--- config.mk ---
export PLATFORM = sky130hd
export DESIGN_NAME = prefetch_buffer
export DESIGN_NICKNAME = d
export VERILOG_FILES = /design/src/common/prefetch_pkg.sv /design/src/prefetch/fetch_fifo.sv /design/src/prefetch/prefetch_controller.sv /design/src/obi_instr_adapter.sv /design/src/prefetch_buffer.sv
export SDC_FILE = /design/constraint.sdc
export NUM_CORES = 1
export LEC_CHECK = 0
export BUFFER_PORTS_ARGS = -buffer_cell sky130_fd_sc_hd__buf_4
export CAP_MARGIN = 20
export CORE_AREA = 4 4 241 243
export DETAILED_ROUTE_END_ITERATION = 8
export DIE_AREA = 0 0 245 247
export PLACE_DENSITY_LB_ADDON = 0.05
export SYNTH_ARGS = -nofsm -noshare
export SYNTH_HDL_FRONTEND = slang
export SYNTH_HIERARCHICAL = 1
export SYNTH_SLANG_ARGS = --single-unit
--- constraint.sdc ---
create_clock -name clk -period 3.35 [get_ports clk]
set_clock_uncertainty 0.2 [all_clocks]
set_input_delay 0.5025 -clock clk [delete_from_list [all_inputs] [get_ports clk]]
set_output_delay 0.5025 -clock clk [all_outputs]
set_load 0.02 [all_outputs]
--- src/common/prefetch_pkg.sv ---
// Prefetch shared types and helpers: addresses, instruction words, tagged entries, count widths
`default_nettype none

package prefetch_pkg;

  ////////////////////
  // Basic types
  ////////////////////

  // Byte address on the instruction bus
  typedef logic [31:0] addr_t;

  // Raw instruction word as returned by memory
  typedef logic [31:0] instr_t;

  // Word tagged with the address it came from
  typedef struct packed {
    addr_t  addr;
    instr_t rdata;
  } fetch_entry_t;

  // Request offered to the bus adapter
  // Room left for more attributes later
  typedef struct packed {
    addr_t addr;
  } bus_req_t;

  ////////////////////
  // Helpers
  ////////////////////

  // Bits needed for a count from 0 up to depth inclusive
  function automatic int unsigned cnt_width(input int unsigned depth);
    if (depth < 1) begin
      return 1;
    end
    return $clog2(depth + 1);
  endfunction

  // Drop the byte offset, fetches are always whole words
  function automatic addr_t word_align(input addr_t addr);
    return {addr[31:2], 2'b00};
  endfunction

endpackage

`default_nettype wire

--- src/prefetch/fetch_fifo.sv ---
// Fetch FIFO: circular buffer of generic entries with fill count and single-cycle flush
`default_nettype none

module fetch_fifo #(
  parameter int unsigned depth   = 4,
  parameter type         entry_t = logic [31:0]
) (
  input  wire logic                                       clk,
  input  wire logic                                       rst_n,
  input  wire logic                                       flush_i,
  input  wire logic                                       push_i,
  input  wire entry_t                                     wdata_i,
  input  wire logic                                       pop_i,
  output entry_t                                          rdata_o,
  output logic [prefetch_pkg::cnt_width(depth)-1:0]       cnt_o,
  output logic                                            empty_o
);

  localparam int unsigned cnt_w = prefetch_pkg::cnt_width(depth);
  localparam int unsigned ptr_w = (depth > 1) ? $clog2(depth) : 1;

  typedef logic [ptr_w-1:0] ptr_t;

  // Storage
  entry_t           mem_q [depth];
  ptr_t             wr_ptr_q, rd_ptr_q;
  logic [cnt_w-1:0] cnt_q;

  // Pointer step with wrap, depth need not be a power of two
  function automatic ptr_t ptr_next(input ptr_t ptr);
    if (ptr == ptr_t'(depth - 1)) begin
      return '0;
    end
    return ptr + 1'b1;
  endfunction

  assign rdata_o = mem_q[rd_ptr_q];
  assign cnt_o   = cnt_q;
  assign empty_o = (cnt_q == '0);

  ////////////////////
  // Control state
  ////////////////////

  always_ff @(posedge clk or negedge rst_n) begin
    if (!rst_n) begin
      wr_ptr_q <= '0;
      rd_ptr_q <= '0;
      cnt_q    <= '0;
    end else if (flush_i) begin
      // Drop everything
      wr_ptr_q <= '0;
      rd_ptr_q <= '0;
      cnt_q    <= '0;
    end else begin
      if (push_i) begin
        wr_ptr_q <= ptr_next(wr_ptr_q);
      end
      if (pop_i) begin
        rd_ptr_q <= ptr_next(rd_ptr_q);
      end
      // Push with pop keeps the count
      case ({push_i, pop_i})
        2'b10:   cnt_q <= cnt_q + 1'b1;
        2'b01:   cnt_q <= cnt_q - 1'b1;
        default: cnt_q <= cnt_q;
      endcase
    end
  end

  ////////////////////
  // Data
  ////////////////////

  always_ff @(posedge clk) begin
    if (push_i && !flush_i) begin
      mem_q[wr_ptr_q] <= wdata_i;
    end
  end

endmodule

`default_nettype wire

--- src/prefetch/prefetch_controller.sv ---
// Prefetch controller: issues word fetches, tracks outstanding and stale responses, steers the FIFO
`default_nettype none

module prefetch_controller #(
  parameter int unsigned fifo_depth = 4,
  parameter int unsigned legacy_obi = 0
) (
  input  wire logic                                            clk,
  input  wire logic                                            rst_n,
  // Fetch stage
  input  wire logic                                            req_i,
  input  wire logic                                            branch_i,
  input  wire prefetch_pkg::addr_t                             branch_addr_i,
  output logic                                                 busy_o,
  // Transaction request to the adapter
  output logic                                                 trans_valid_o,
  input  wire logic                                            trans_ready_i,
  output prefetch_pkg::bus_req_t                               trans_req_o,
  // Response strobe, always accepted
  input  wire logic                                            resp_valid_i,
  // Fetch handshake
  input  wire logic                                            fetch_ready_i,
  output logic                                                 fetch_valid_o,
  // FIFO control
  output logic                                                 fifo_push_o,
  output logic                                                 fifo_pop_o,
  output logic                                                 fifo_flush_o,
  input  wire logic [prefetch_pkg::cnt_width(fifo_depth)-1:0]  fifo_cnt_i,
  input  wire logic                                            fifo_empty_i
);

  localparam int unsigned cnt_w = prefetch_pkg::cnt_width(fifo_depth);

  typedef enum logic {
    st_idle,
    st_branch_wait
  } state_t;

  state_t               state_q, state_d;
  logic [cnt_w-1:0]     cnt_q, cnt_d;
  logic [cnt_w-1:0]     flush_cnt_q, flush_cnt_d;
  prefetch_pkg::addr_t  trans_addr_q, trans_addr;
  prefetch_pkg::addr_t  trans_addr_incr;
  prefetch_pkg::addr_t  branch_target;
  logic [cnt_w:0]       fill_sum;
  logic                 has_room;
  logic                 accept;
  logic                 drop_resp;

  ////////////////////
  // Request gating
  ////////////////////

  // Words in the FIFO plus words still on the way, one bit wider so it cannot wrap
  assign fill_sum = fifo_cnt_i + cnt_q;
  assign has_room = fill_sum < fifo_depth;

  generate
    if (legacy_obi == 0) begin : g_obi
      // Pipelined requests, no path from rvalid to req
      assign trans_valid_o = req_i && has_room;
    end else begin : g_legacy
      // Next request only alongside the response of the previous one
      assign trans_valid_o = (cnt_q == '0) ? (req_i && has_room)
                                           : (req_i && has_room && resp_valid_i);
    end
  endgenerate

  assign accept = trans_valid_o && trans_ready_i;

  // Something in flight or on offer
  assign busy_o = (cnt_q != '0) || trans_valid_o;

  ////////////////////
  // Address FSM
  ////////////////////

  assign branch_target   = prefetch_pkg::word_align(branch_addr_i);
  assign trans_addr_incr = prefetch_pkg::word_align(trans_addr_q) + 32'd4;

  always_comb begin
    state_d    = state_q;
    trans_addr = trans_addr_q;
    case (state_q)
      st_idle: begin
        // New target wins over sequential prefetch
        trans_addr = branch_i ? branch_target : trans_addr_incr;
        if (branch_i && !accept) begin
          state_d = st_branch_wait;
        end
      end
      st_branch_wait: begin
        // Replay the target until granted, a newer branch replaces it
        trans_addr = branch_i ? branch_target : trans_addr_q;
        if (accept) begin
          state_d = st_idle;
        end
      end
      default: begin
        state_d = st_idle;
      end
    endcase
  end

  assign trans_req_o = '{addr: trans_addr};

  ////////////////////
  // Fetch side and FIFO
  ////////////////////

  // Stale responses are discarded while the flush count runs down
  assign drop_resp = branch_i || (flush_cnt_q != '0);

  // Response goes straight out when the FIFO is empty (bypass)
  assign fetch_valid_o = (!fifo_empty_i || resp_valid_i) && !drop_resp;

  // Store unless the word bypasses to a ready consumer
  assign fifo_push_o  = resp_valid_i && !(fifo_empty_i && fetch_ready_i) && !drop_resp;
  assign fifo_pop_o   = !fifo_empty_i && fetch_ready_i;
  // Buffered words are stale after a branch
  assign fifo_flush_o = branch_i;

  ////////////////////
  // Counters
  ////////////////////

  // Outstanding transactions, up on grant and down on response
  always_comb begin
    cnt_d = cnt_q;
    case ({accept, resp_valid_i})
      2'b10:   cnt_d = cnt_q + 1'b1;
      2'b01:   cnt_d = cnt_q - 1'b1;
      default: cnt_d = cnt_q;
    endcase
  end

  // Responses still to throw away after a branch
  always_comb begin
    flush_cnt_d = flush_cnt_q;
    if (branch_i) begin
      flush_cnt_d = cnt_q;
      // One of them is already arriving now
      if (resp_valid_i && (cnt_q != '0)) begin
        flush_cnt_d = cnt_q - 1'b1;
      end
    end else if (resp_valid_i && (flush_cnt_q != '0)) begin
      flush_cnt_d = flush_cnt_q - 1'b1;
    end
  end

  always_ff @(posedge clk or negedge rst_n) begin
    if (!rst_n) begin
      state_q      <= st_idle;
      cnt_q        <= '0;
      flush_cnt_q  <= '0;
      trans_addr_q <= '0;
    end else begin
      state_q     <= state_d;
      cnt_q       <= cnt_d;
      flush_cnt_q <= flush_cnt_d;
      // Hold the target on a branch, advance on every grant
      if (branch_i || accept) begin
        trans_addr_q <= trans_addr;
      end
    end
  end

endmodule

`default_nettype wire

--- src/obi_instr_adapter.sv ---
// Instruction bus adapter: forwards requests, tags in-order responses with their request address
`default_nettype none

module obi_instr_adapter #(
  parameter int unsigned depth = 4
) (
  input  wire logic                         clk,
  input  wire logic                         rst_n,
  // Controller side
  input  wire logic                         trans_valid_i,
  output logic                              trans_ready_o,
  input  wire prefetch_pkg::bus_req_t       trans_req_i,
  // Bus side
  output logic                              instr_req_o,
  input  wire logic                         instr_gnt_i,
  output prefetch_pkg::addr_t               instr_addr_o,
  input  wire logic                         instr_rvalid_i,
  input  wire prefetch_pkg::instr_t         instr_rdata_i,
  // Tagged response
  output logic                              resp_valid_o,
  output prefetch_pkg::fetch_entry_t        resp_entry_o
);

  localparam int unsigned ptr_w = (depth > 1) ? $clog2(depth) : 1;

  // Granted addresses waiting for their word
  prefetch_pkg::addr_t addr_q [depth];
  logic [ptr_w-1:0]    head_q, tail_q;
  logic                grant;

  ////////////////////
  // Request channel
  ////////////////////

  // Straight through, no buffering on the request side
  assign instr_req_o   = trans_valid_i;
  assign trans_ready_o = instr_gnt_i;
  assign instr_addr_o  = trans_req_i.addr;
  assign grant         = trans_valid_i && instr_gnt_i;

  ////////////////////
  // Address queue
  ////////////////////

  // Never more than depth in flight, the controller bounds it
  always_ff @(posedge clk or negedge rst_n) begin
    if (!rst_n) begin
      tail_q <= '0;
      head_q <= '0;
    end else begin
      if (grant) begin
        tail_q <= (tail_q == ptr_w'(depth - 1)) ? '0 : tail_q + 1'b1;
      end
      if (instr_rvalid_i) begin
        head_q <= (head_q == ptr_w'(depth - 1)) ? '0 : head_q + 1'b1;
      end
    end
  end

  always_ff @(posedge clk) begin
    if (grant) begin
      addr_q[tail_q] <= trans_req_i.addr;
    end
  end

  ////////////////////
  // Response channel
  ////////////////////

  // Oldest address belongs to this word, responses are in order
  assign resp_valid_o = instr_rvalid_i;
  assign resp_entry_o = '{addr: addr_q[head_q], rdata: instr_rdata_i};

endmodule

`default_nettype wire

--- src/prefetch_buffer.sv ---
// Prefetch buffer top: controller, fetch FIFO and bus adapter with the output bypass
`default_nettype none

module prefetch_buffer #(
  parameter int unsigned fifo_depth = 4,
  parameter int unsigned legacy_obi = 0
) (
  input  wire logic                         clk,
  input  wire logic                         rst_n,
  // Fetch stage
  input  wire logic                         req_i,
  input  wire logic                         branch_i,
  input  wire prefetch_pkg::addr_t          branch_addr_i,
  output logic                              busy_o,
  output logic                              fetch_valid_o,
  input  wire logic                         fetch_ready_i,
  output prefetch_pkg::fetch_entry_t        fetch_entry_o,
  // Instruction bus
  output logic                              instr_req_o,
  input  wire logic                         instr_gnt_i,
  output prefetch_pkg::addr_t               instr_addr_o,
  input  wire logic                         instr_rvalid_i,
  input  wire prefetch_pkg::instr_t         instr_rdata_i
);

  localparam int unsigned cnt_w = prefetch_pkg::cnt_width(fifo_depth);

  logic                       trans_valid;
  logic                       trans_ready;
  prefetch_pkg::bus_req_t     trans_req;
  logic                       resp_valid;
  prefetch_pkg::fetch_entry_t resp_entry;
  prefetch_pkg::fetch_entry_t fifo_rdata;
  logic                       fifo_push;
  logic                       fifo_pop;
  logic                       fifo_flush;
  logic [cnt_w-1:0]           fifo_cnt;
  logic                       fifo_empty;

  prefetch_controller #(
    .fifo_depth (fifo_depth),
    .legacy_obi (legacy_obi)
  ) controller_i (
    .clk, .rst_n,
    .req_i, .branch_i, .branch_addr_i, .busy_o,
    .trans_valid_o (trans_valid),
    .trans_ready_i (trans_ready),
    .trans_req_o   (trans_req),
    .resp_valid_i  (resp_valid),
    .fetch_ready_i, .fetch_valid_o,
    .fifo_push_o   (fifo_push),
    .fifo_pop_o    (fifo_pop),
    .fifo_flush_o  (fifo_flush),
    .fifo_cnt_i    (fifo_cnt),
    .fifo_empty_i  (fifo_empty)
  );

  fetch_fifo #(
    .depth   (fifo_depth),
    .entry_t (prefetch_pkg::fetch_entry_t)
  ) fifo_i (
    .clk, .rst_n,
    .flush_i (fifo_flush),
    .push_i  (fifo_push),
    .wdata_i (resp_entry),
    .pop_i   (fifo_pop),
    .rdata_o (fifo_rdata),
    .cnt_o   (fifo_cnt),
    .empty_o (fifo_empty)
  );

  obi_instr_adapter #(
    .depth (fifo_depth)
  ) adapter_i (
    .clk, .rst_n,
    .trans_valid_i (trans_valid),
    .trans_ready_o (trans_ready),
    .trans_req_i   (trans_req),
    .instr_req_o, .instr_gnt_i, .instr_addr_o, .instr_rvalid_i, .instr_rdata_i,
    .resp_valid_o  (resp_valid),
    .resp_entry_o  (resp_entry)
  );

  // Bypass, an empty FIFO hands over the arriving word
  assign fetch_entry_o = fifo_empty ? resp_entry : fifo_rdata;

endmodule

`default_nettype wire

After elaboration in Yosys (flattened, before gate mapping)
Memories as Yosys holds them, arrays and structs flattened.
Index checks and enable logic that the tools add are counted.

storage, ports and cells
  register bits after elaboration = 50
  bits in latches = 0
  RAM bits = 384
  ROM bits = 0
  bits of input ports = 71
  output and inout bits = 99
  logic and storage cells = 93
  memories kept = 2

cells by class
  add/subtract/negate cells = 11
  multiply operators = 0
  div/mod/pow operators = 0
  $lt $le $gt $ge = 1
  equal/unequal tests = 8
  shift-type cells = 0
  multiplexer cells = 33
  bitwise operators = 1
  reductions and logical operators = 28

memory list
  name              depth  bits a word  read ports  clocked after Yosys merged registers in  write ports  RTL line                 text
  fifo_i.mem_q      4      64           1           0                                        1            fetch_fifo.sv:25         entry_t mem_q [depth];
  adapter_i.addr_q  4      32           1           0                                        1            obi_instr_adapter.sv:27  prefetch_pkg::addr_t addr_q [depth];

operators by type and width
  cell                                                number
  two-way mux 32 bit                                  2
  two-way mux 64 bit                                  1
  case mux 32 bit (2 select lines)                    1
  adder 32 x 3 -> 32 bit, second input constant       1
  two-way mux 2 bit                                   10
  == test 2 bit, second input constant                6
  two-way mux 1 bit                                   12
  two-way mux 3 bit                                   4
  case mux 3 bit (2 select lines)                     2
  logical AND 1 bit                                   11
  nonzero test 3 bit                                  3
  subtractor 3 x 1 -> 3 bit, second input constant    3
  adder 2 x 1 -> 2 bit, second input constant         4
  nonzero test 2 bit                                  4
  adder 3 x 1 -> 3 bit, second input constant         2
  zero test 1 bit                                     5
  adder 3 x 3 -> 4 bit                                1
  == test 2 x 1 -> 1 bit, second input constant       2
  logical OR 1 bit                                    4
  < comparator 4 x 3 -> 1 bit, second input constant  1
  zero test 3 bit                                     1
  case mux 1 bit (2 select lines)                     1
  NOT 1 bit                                           1

Longest topological paths before layout
  depth in word-level cells = 10
  depth in mapped cells = 10
  gate-level depth less buffers = 9

Cells and area by module
Netlist, hierarchy kept.

by module, submodules not included
  module               instances  cells each  area an instance (sq um)  seq. area each (sq um)
  fetch_fifo           1          379         9686.8                    7862.5
  obi_instr_adapter    1          257         5424.0                    3943.8
  prefetch_controller  1          364         3171.8                    975.9
  prefetch_buffer      1          71          1077.3                    0.0

Worst setup path before layout
OpenSTA, ideal clock, no wires.

  path kind = input port to flip-flop
  from = input branch_i
  to = memory fifo_i/mem_q[0][0] in the netlist's numbering, enable pin
  library setup time = 0.429 ns
  arrival = 3.049 ns
  required time = 2.721 ns
  path slack = -0.328 ns
  stages on the path = 7
  path buffers = 2
  cells stage by stage = clkbuf_1 nor2_1 nand2_1 a211oi_1 buf_2 nor2b_1 and2_1

between the ends
  word-level cells in the longest chain between the ends = 6
  elaborated cells between the ends (all ways) = 7
  classes of those cells = mux (2); reduce/logical (5)

RTL lines
  item                                     RTL line                    text
  start, declared                          prefetch_buffer.sv:12       input wire logic branch_i,
  logical OR 1 bit                         prefetch_controller.sv:112  assign drop_resp = branch_i || (flush_cnt_q != '0);
  zero test 1 bit                          prefetch_controller.sv:118  assign fifo_push_o = resp_valid_i && !(fifo_empty_i && fetch_ready_i) && !drop_resp;
  logical AND 1 bit                        prefetch_controller.sv:118
  via fifo_push                            prefetch_buffer.sv:34       logic fifo_push;
  logical AND 1 bit                        fetch_fifo.sv:76            if (push_i && !flush_i) begin
  two-way mux 1 bit                        fetch_fifo.sv:76
  two-way mux 1 bit (implied by the code)  fetch_fifo.sv:77            mem_q[wr_ptr_q] <= wdata_i;
  end, declared                            fetch_fifo.sv:25

The timed path passes the listed nets, and every way through them passes these cells.

Final worst setup path
  from = register controller_i.state_q
  to = output instr_addr_o[23]

between the ends
  word-level cells in the longest chain between the ends = 2

RTL lines
  item                                  RTL line                    text
  start, declared                       prefetch_controller.sv:39   state_t state_q, state_d;
  start signal, assigned                prefetch_controller.sv:153  state_q <= st_idle;
  start signal, assigned                prefetch_controller.sv:158  state_q <= state_d;
  NOT 1 bit                             prefetch_controller.sv:84   case (state_q)
  case mux 32 bit (2 select lines) (*)  prefetch_controller.sv:84
  end, declared                         prefetch_buffer.sv:21       output prefetch_pkg::addr_t instr_addr_o,

Mark *: on every way between the ends. The rest lies on a longest branch, timed or not.

==> impl_results.md <==
* Clock Tree Root: clkbuf_16
* Fill count at 5070
* Placer Congestion at 0.739
* Final min period at 3240 ps
* Starting density of the core at 34.6%
* Leakage at 8.46 nW
* FF+latch count, synth at 434
* Sequential cell area at 12800 sq um
* Initial antenna violation count at 0
* DRC Markers at 0
* HP Class: primary input to register
* Syn_nets at 1162
* Normalized max-slew margin at 49.6%
* Net Sw Frac at between 30% and 40%
* Vias in the first global route at 10500
* Max VDD drop at 0.000394 V
* Clk_lat worst skew at between 500 and 600 ps
* Clk pwr share at between 20% and 30%
* Pin count of the biggest net entering global routing at 51
* Count of final hold-check violations at 0
* Die Wd at between 200 and 250 um
* First-pass GRT wire length at 66500 um
* Post-synthesis sequential area ratio at 66.0%
* Post-synth cell types at 70
* Clock Pin Slew Worst Setup and Hold Paths at approximately 60 ps
* Status: complete, no violations
* Rows at just under 90
* RSZ-0062 raised after global routing: true
* Worst slack, placed at ~170 ps
* Vias/cell at 4.82
* Ys Warns at 6
* # port buffers at around 170
* CP Launch Type: register
* DP HPWL at 27900 um
* Combinational fraction of design power at 36.2%
* TritonCTS Buffers at 50
* Die area at 60500 sq um
* Num ports at 170
* Routed WL at 43500 um
* Final worst setup slack at 111 ps
* H-tree levels at 2
* GRT Total Usage at around 14%
* EDFF count, synth at 384
* Pwr dens at 822 nW/um^2
* Mapped Cells at between 1000 and 1500
* Routed WL per cell at around 21 um
* Core Area at 56000 sq um
* Critical path peak fanout at 5
* Slowest CP cell: dfrtp_1
* Final net count at around 1400
* Least-Margin Pin Slew at 757 ps
* Setup-failing EPs final at 0
* Max Clk Rate at 309 MHz
* Period utilisation layout at 96.7%
* Synthesized area per cell at 18.1 sq um
* Final ANT Viol Nets at 0
* Vias at about 10000
* Layout cell share with drive strength beyond 1 at between 30% and 40%
* Die Y at 247 um
* Maxcap violations at 0
* CTS max path bufs at 3
* CP peak stage delay at 400 ps
* Pins over their slew limit at 0
* Synthesis-to-finish area growth at 21.8%
* Synth Cell Area at 19400 sq um
* Flop pwr share at 35.5%
* Final core occ at 42.1%
* Psw at approximately 0.006 W
* Internal cell power at roughly 0.013 W
* Crit. End Element: output port
* Most used cell, CP: buf_4
* Congestion Overflow GR at 0
* Setup CP Type: register to output port
* Required time worst endpoint at roughly 2700 ps
* Hold slack at between 30 and 40 ps
* Footprint of the multi-input gates at 5600 sq um
* Post-synthesis async set-or-reset flop share at a little under an eighth
* CTS tree: built
* Critical path, cell by cell: and4b_1 -> nor3b_4 -> and3_4 -> buf_4 -> nand3_1 -> mux2i_2 -> buf_4
* Drt pass-1 iters at 4
* Most common flop cell mapped by yosys: edfxtp_1
* Crit path arrival time at between 2000 and 3000 ps
* Initial DRC count at 636
* Clock sinks at about 430
[metal layers]
layer  up-vias  track usage, %  wire length (um)
li1       4588               -                 -
met1      5151            20.2             20400
met2       200            23.4             20500
met3        58            2.85              1850
met4         0            3.27               745
met5         -               0                 0
[timing repair]
action / 4_1_cts / 5_1_grt
hold buffers: 37 / 0
hold endpoints to repair: 182 / 0
gates resized for setup: 17 / 16
setup endpoints to repair: 51 / 45
setup buffers: 3 / 5
pin swaps: 1 / 3
[power groups by stage]
stage	logic (W)	registers, W	clock network (W)
3_3_place_gp	0.00705	0.00699	0
4_1_cts	0.00720	0.00688	0.00570
2_1_floorplan	0.00503	0.00680	0
6_report	0.00701	0.00687	0.00550
3_5_place_dp	0.00709	0.00700	0
5_1_grt	0.00755	0.00692	0.00596
[registers in the layout, indices dropped and copies added, names as in the netlist]
register                   flops
fifo_i/mem_q                 256
adapter_i/addr_q             128
controller_i/trans_addr_q     32
controller_i/cnt_q             3
controller_i/flush_cnt_q       3
fifo_i/cnt_o                   3
adapter_i/head_q               2
adapter_i/tail_q               2
fifo_i/rd_ptr_q                2
fifo_i/wr_ptr_q                2
controller_i/state_q           1
[per-stage QoR]
step | TNS, ps | power, W | std cells | instance area (sq um)
3_5_place_dp | 0 | 0.0141 | 1939 | 21400
2_1_floorplan | 0 | 0.0118 | 1071 | 19400
5_1_grt | -17.5 | 0.0204 | 2073 | 23600
3_3_place_gp | 0 | 0.0140 | 1939 | 21400
6_report | 0 | 0.0194 | 2074 | 23600
4_1_cts | 0 | 0.0198 | 2068 | 23500
[cell usage in the layout (no fill, tap or decap), types with 7 or more instances in the layout]
cell type / n
dlygate4sd3_1: 37
a21oi_1: 10
nor3_1: 11
o21bai_1: 11
bufinv_16: 7
clkbuf_16: 53
buf_4: 218
o21ai_0: 16
a211oi_1: 9
nor2b_1: 19
mux4_2: 92
dfrtp_1: 43
nand3_1: 11
and3_1: 9
a21o_1: 7
clkinv_1: 11
nor2_1: 38
buf_12: 23
nand2_1: 35
edfxtp_1: 384
ha_1: 19
mux2i_1: 25
mux2_2: 15
clkbuf_1: 11
inv_1: 22
mux2_4: 60
[final timing paths]
path | from | end | slack [ps] | cells past startpoint
max in group asynchronous | rst_n | fifo_i/rd_ptr_q[0] | 2020 | 2
hold reg to reg | controller_i/trans_addr_q[14] | controller_i/trans_addr_q[14] | 340 | 1
hold / removal | branch_addr_i[12] | controller_i/trans_addr_q[12] | 40 | 3
min in group asynchronous | rst_n | controller_i/trans_addr_q[28] | 350 | 2
setup / recovery | controller_i/state_q | instr_addr_o[23] | 110 | 7
setup reg to reg | controller_i/flush_cnt_q[0] | fifo_i/mem_q[2][24] | 680 | 8
[logic make-up (layout without fill, tap and decap cells)]
logic type | Yosys count | count (layout) | share of synthesized area (%)
flops | 434 | 434 | 66.0
mux | 203 | 203 | 18.4
other cells | 0 | 1 | 0
xor+xnor | 8 | 8 | 0.362
buf+inv | 145 | 391 | 5.67
compound gates | 81 | 81 | 2.92
simple gates | 180 | 180 | 5.26
fa+ha+maj | 20 | 20 | 1.33
[cell type report]
type | count | share of cell area, %
Antenna cell | 1 | 0.0106
Clock buffer | 64 | 5.80
Clock inverter | 25 | 1.23
Inverter | 22 | 0.350
Multi-Input combinational cell | 492 | 23.8
Sequential cell | 434 | 54.3
Tap cell | 756 | 4.01
Timing Repair Buffer | 280 | 10.6
[worst max-delay path, delay by kind of cell (launching register included)]
family	cells	cell delay, ps
simple gates	4	910
flops	1	400
buf+inv	2	350
mux	1	300
[synth_stat cells (all sizes together), types with 4 or more instances]
cell type | number | area (sq um)
a211oi | 10 | 80.1
a21o | 7 | 52.6
a21oi | 10 | 50.1
a311oi | 6 | 52.6
and2 | 6 | 37.5
and3 | 11 | 68.8
and4 | 4 | 37.5
buf | 108 | 933
clkbuf | 15 | 82.6
dfrtp | 50 | 1250
edfxtp | 384 | 11500
ha | 19 | 238
inv | 22 | 82.6
mux2 | 75 | 1070
mux2i | 32 | 320
mux4 | 96 | 2180
nand2 | 35 | 131
nand2b | 6 | 37.5
nand3 | 11 | 55.1
nand4 | 5 | 31.3
nor2 | 42 | 165
nor2b | 19 | 119
nor3 | 16 | 106
nor3b | 5 | 42.5
o21ai | 18 | 90.1
o21bai | 11 | 82.6
xnor2 | 5 | 43.8
(Power assumes the default switching activity.)
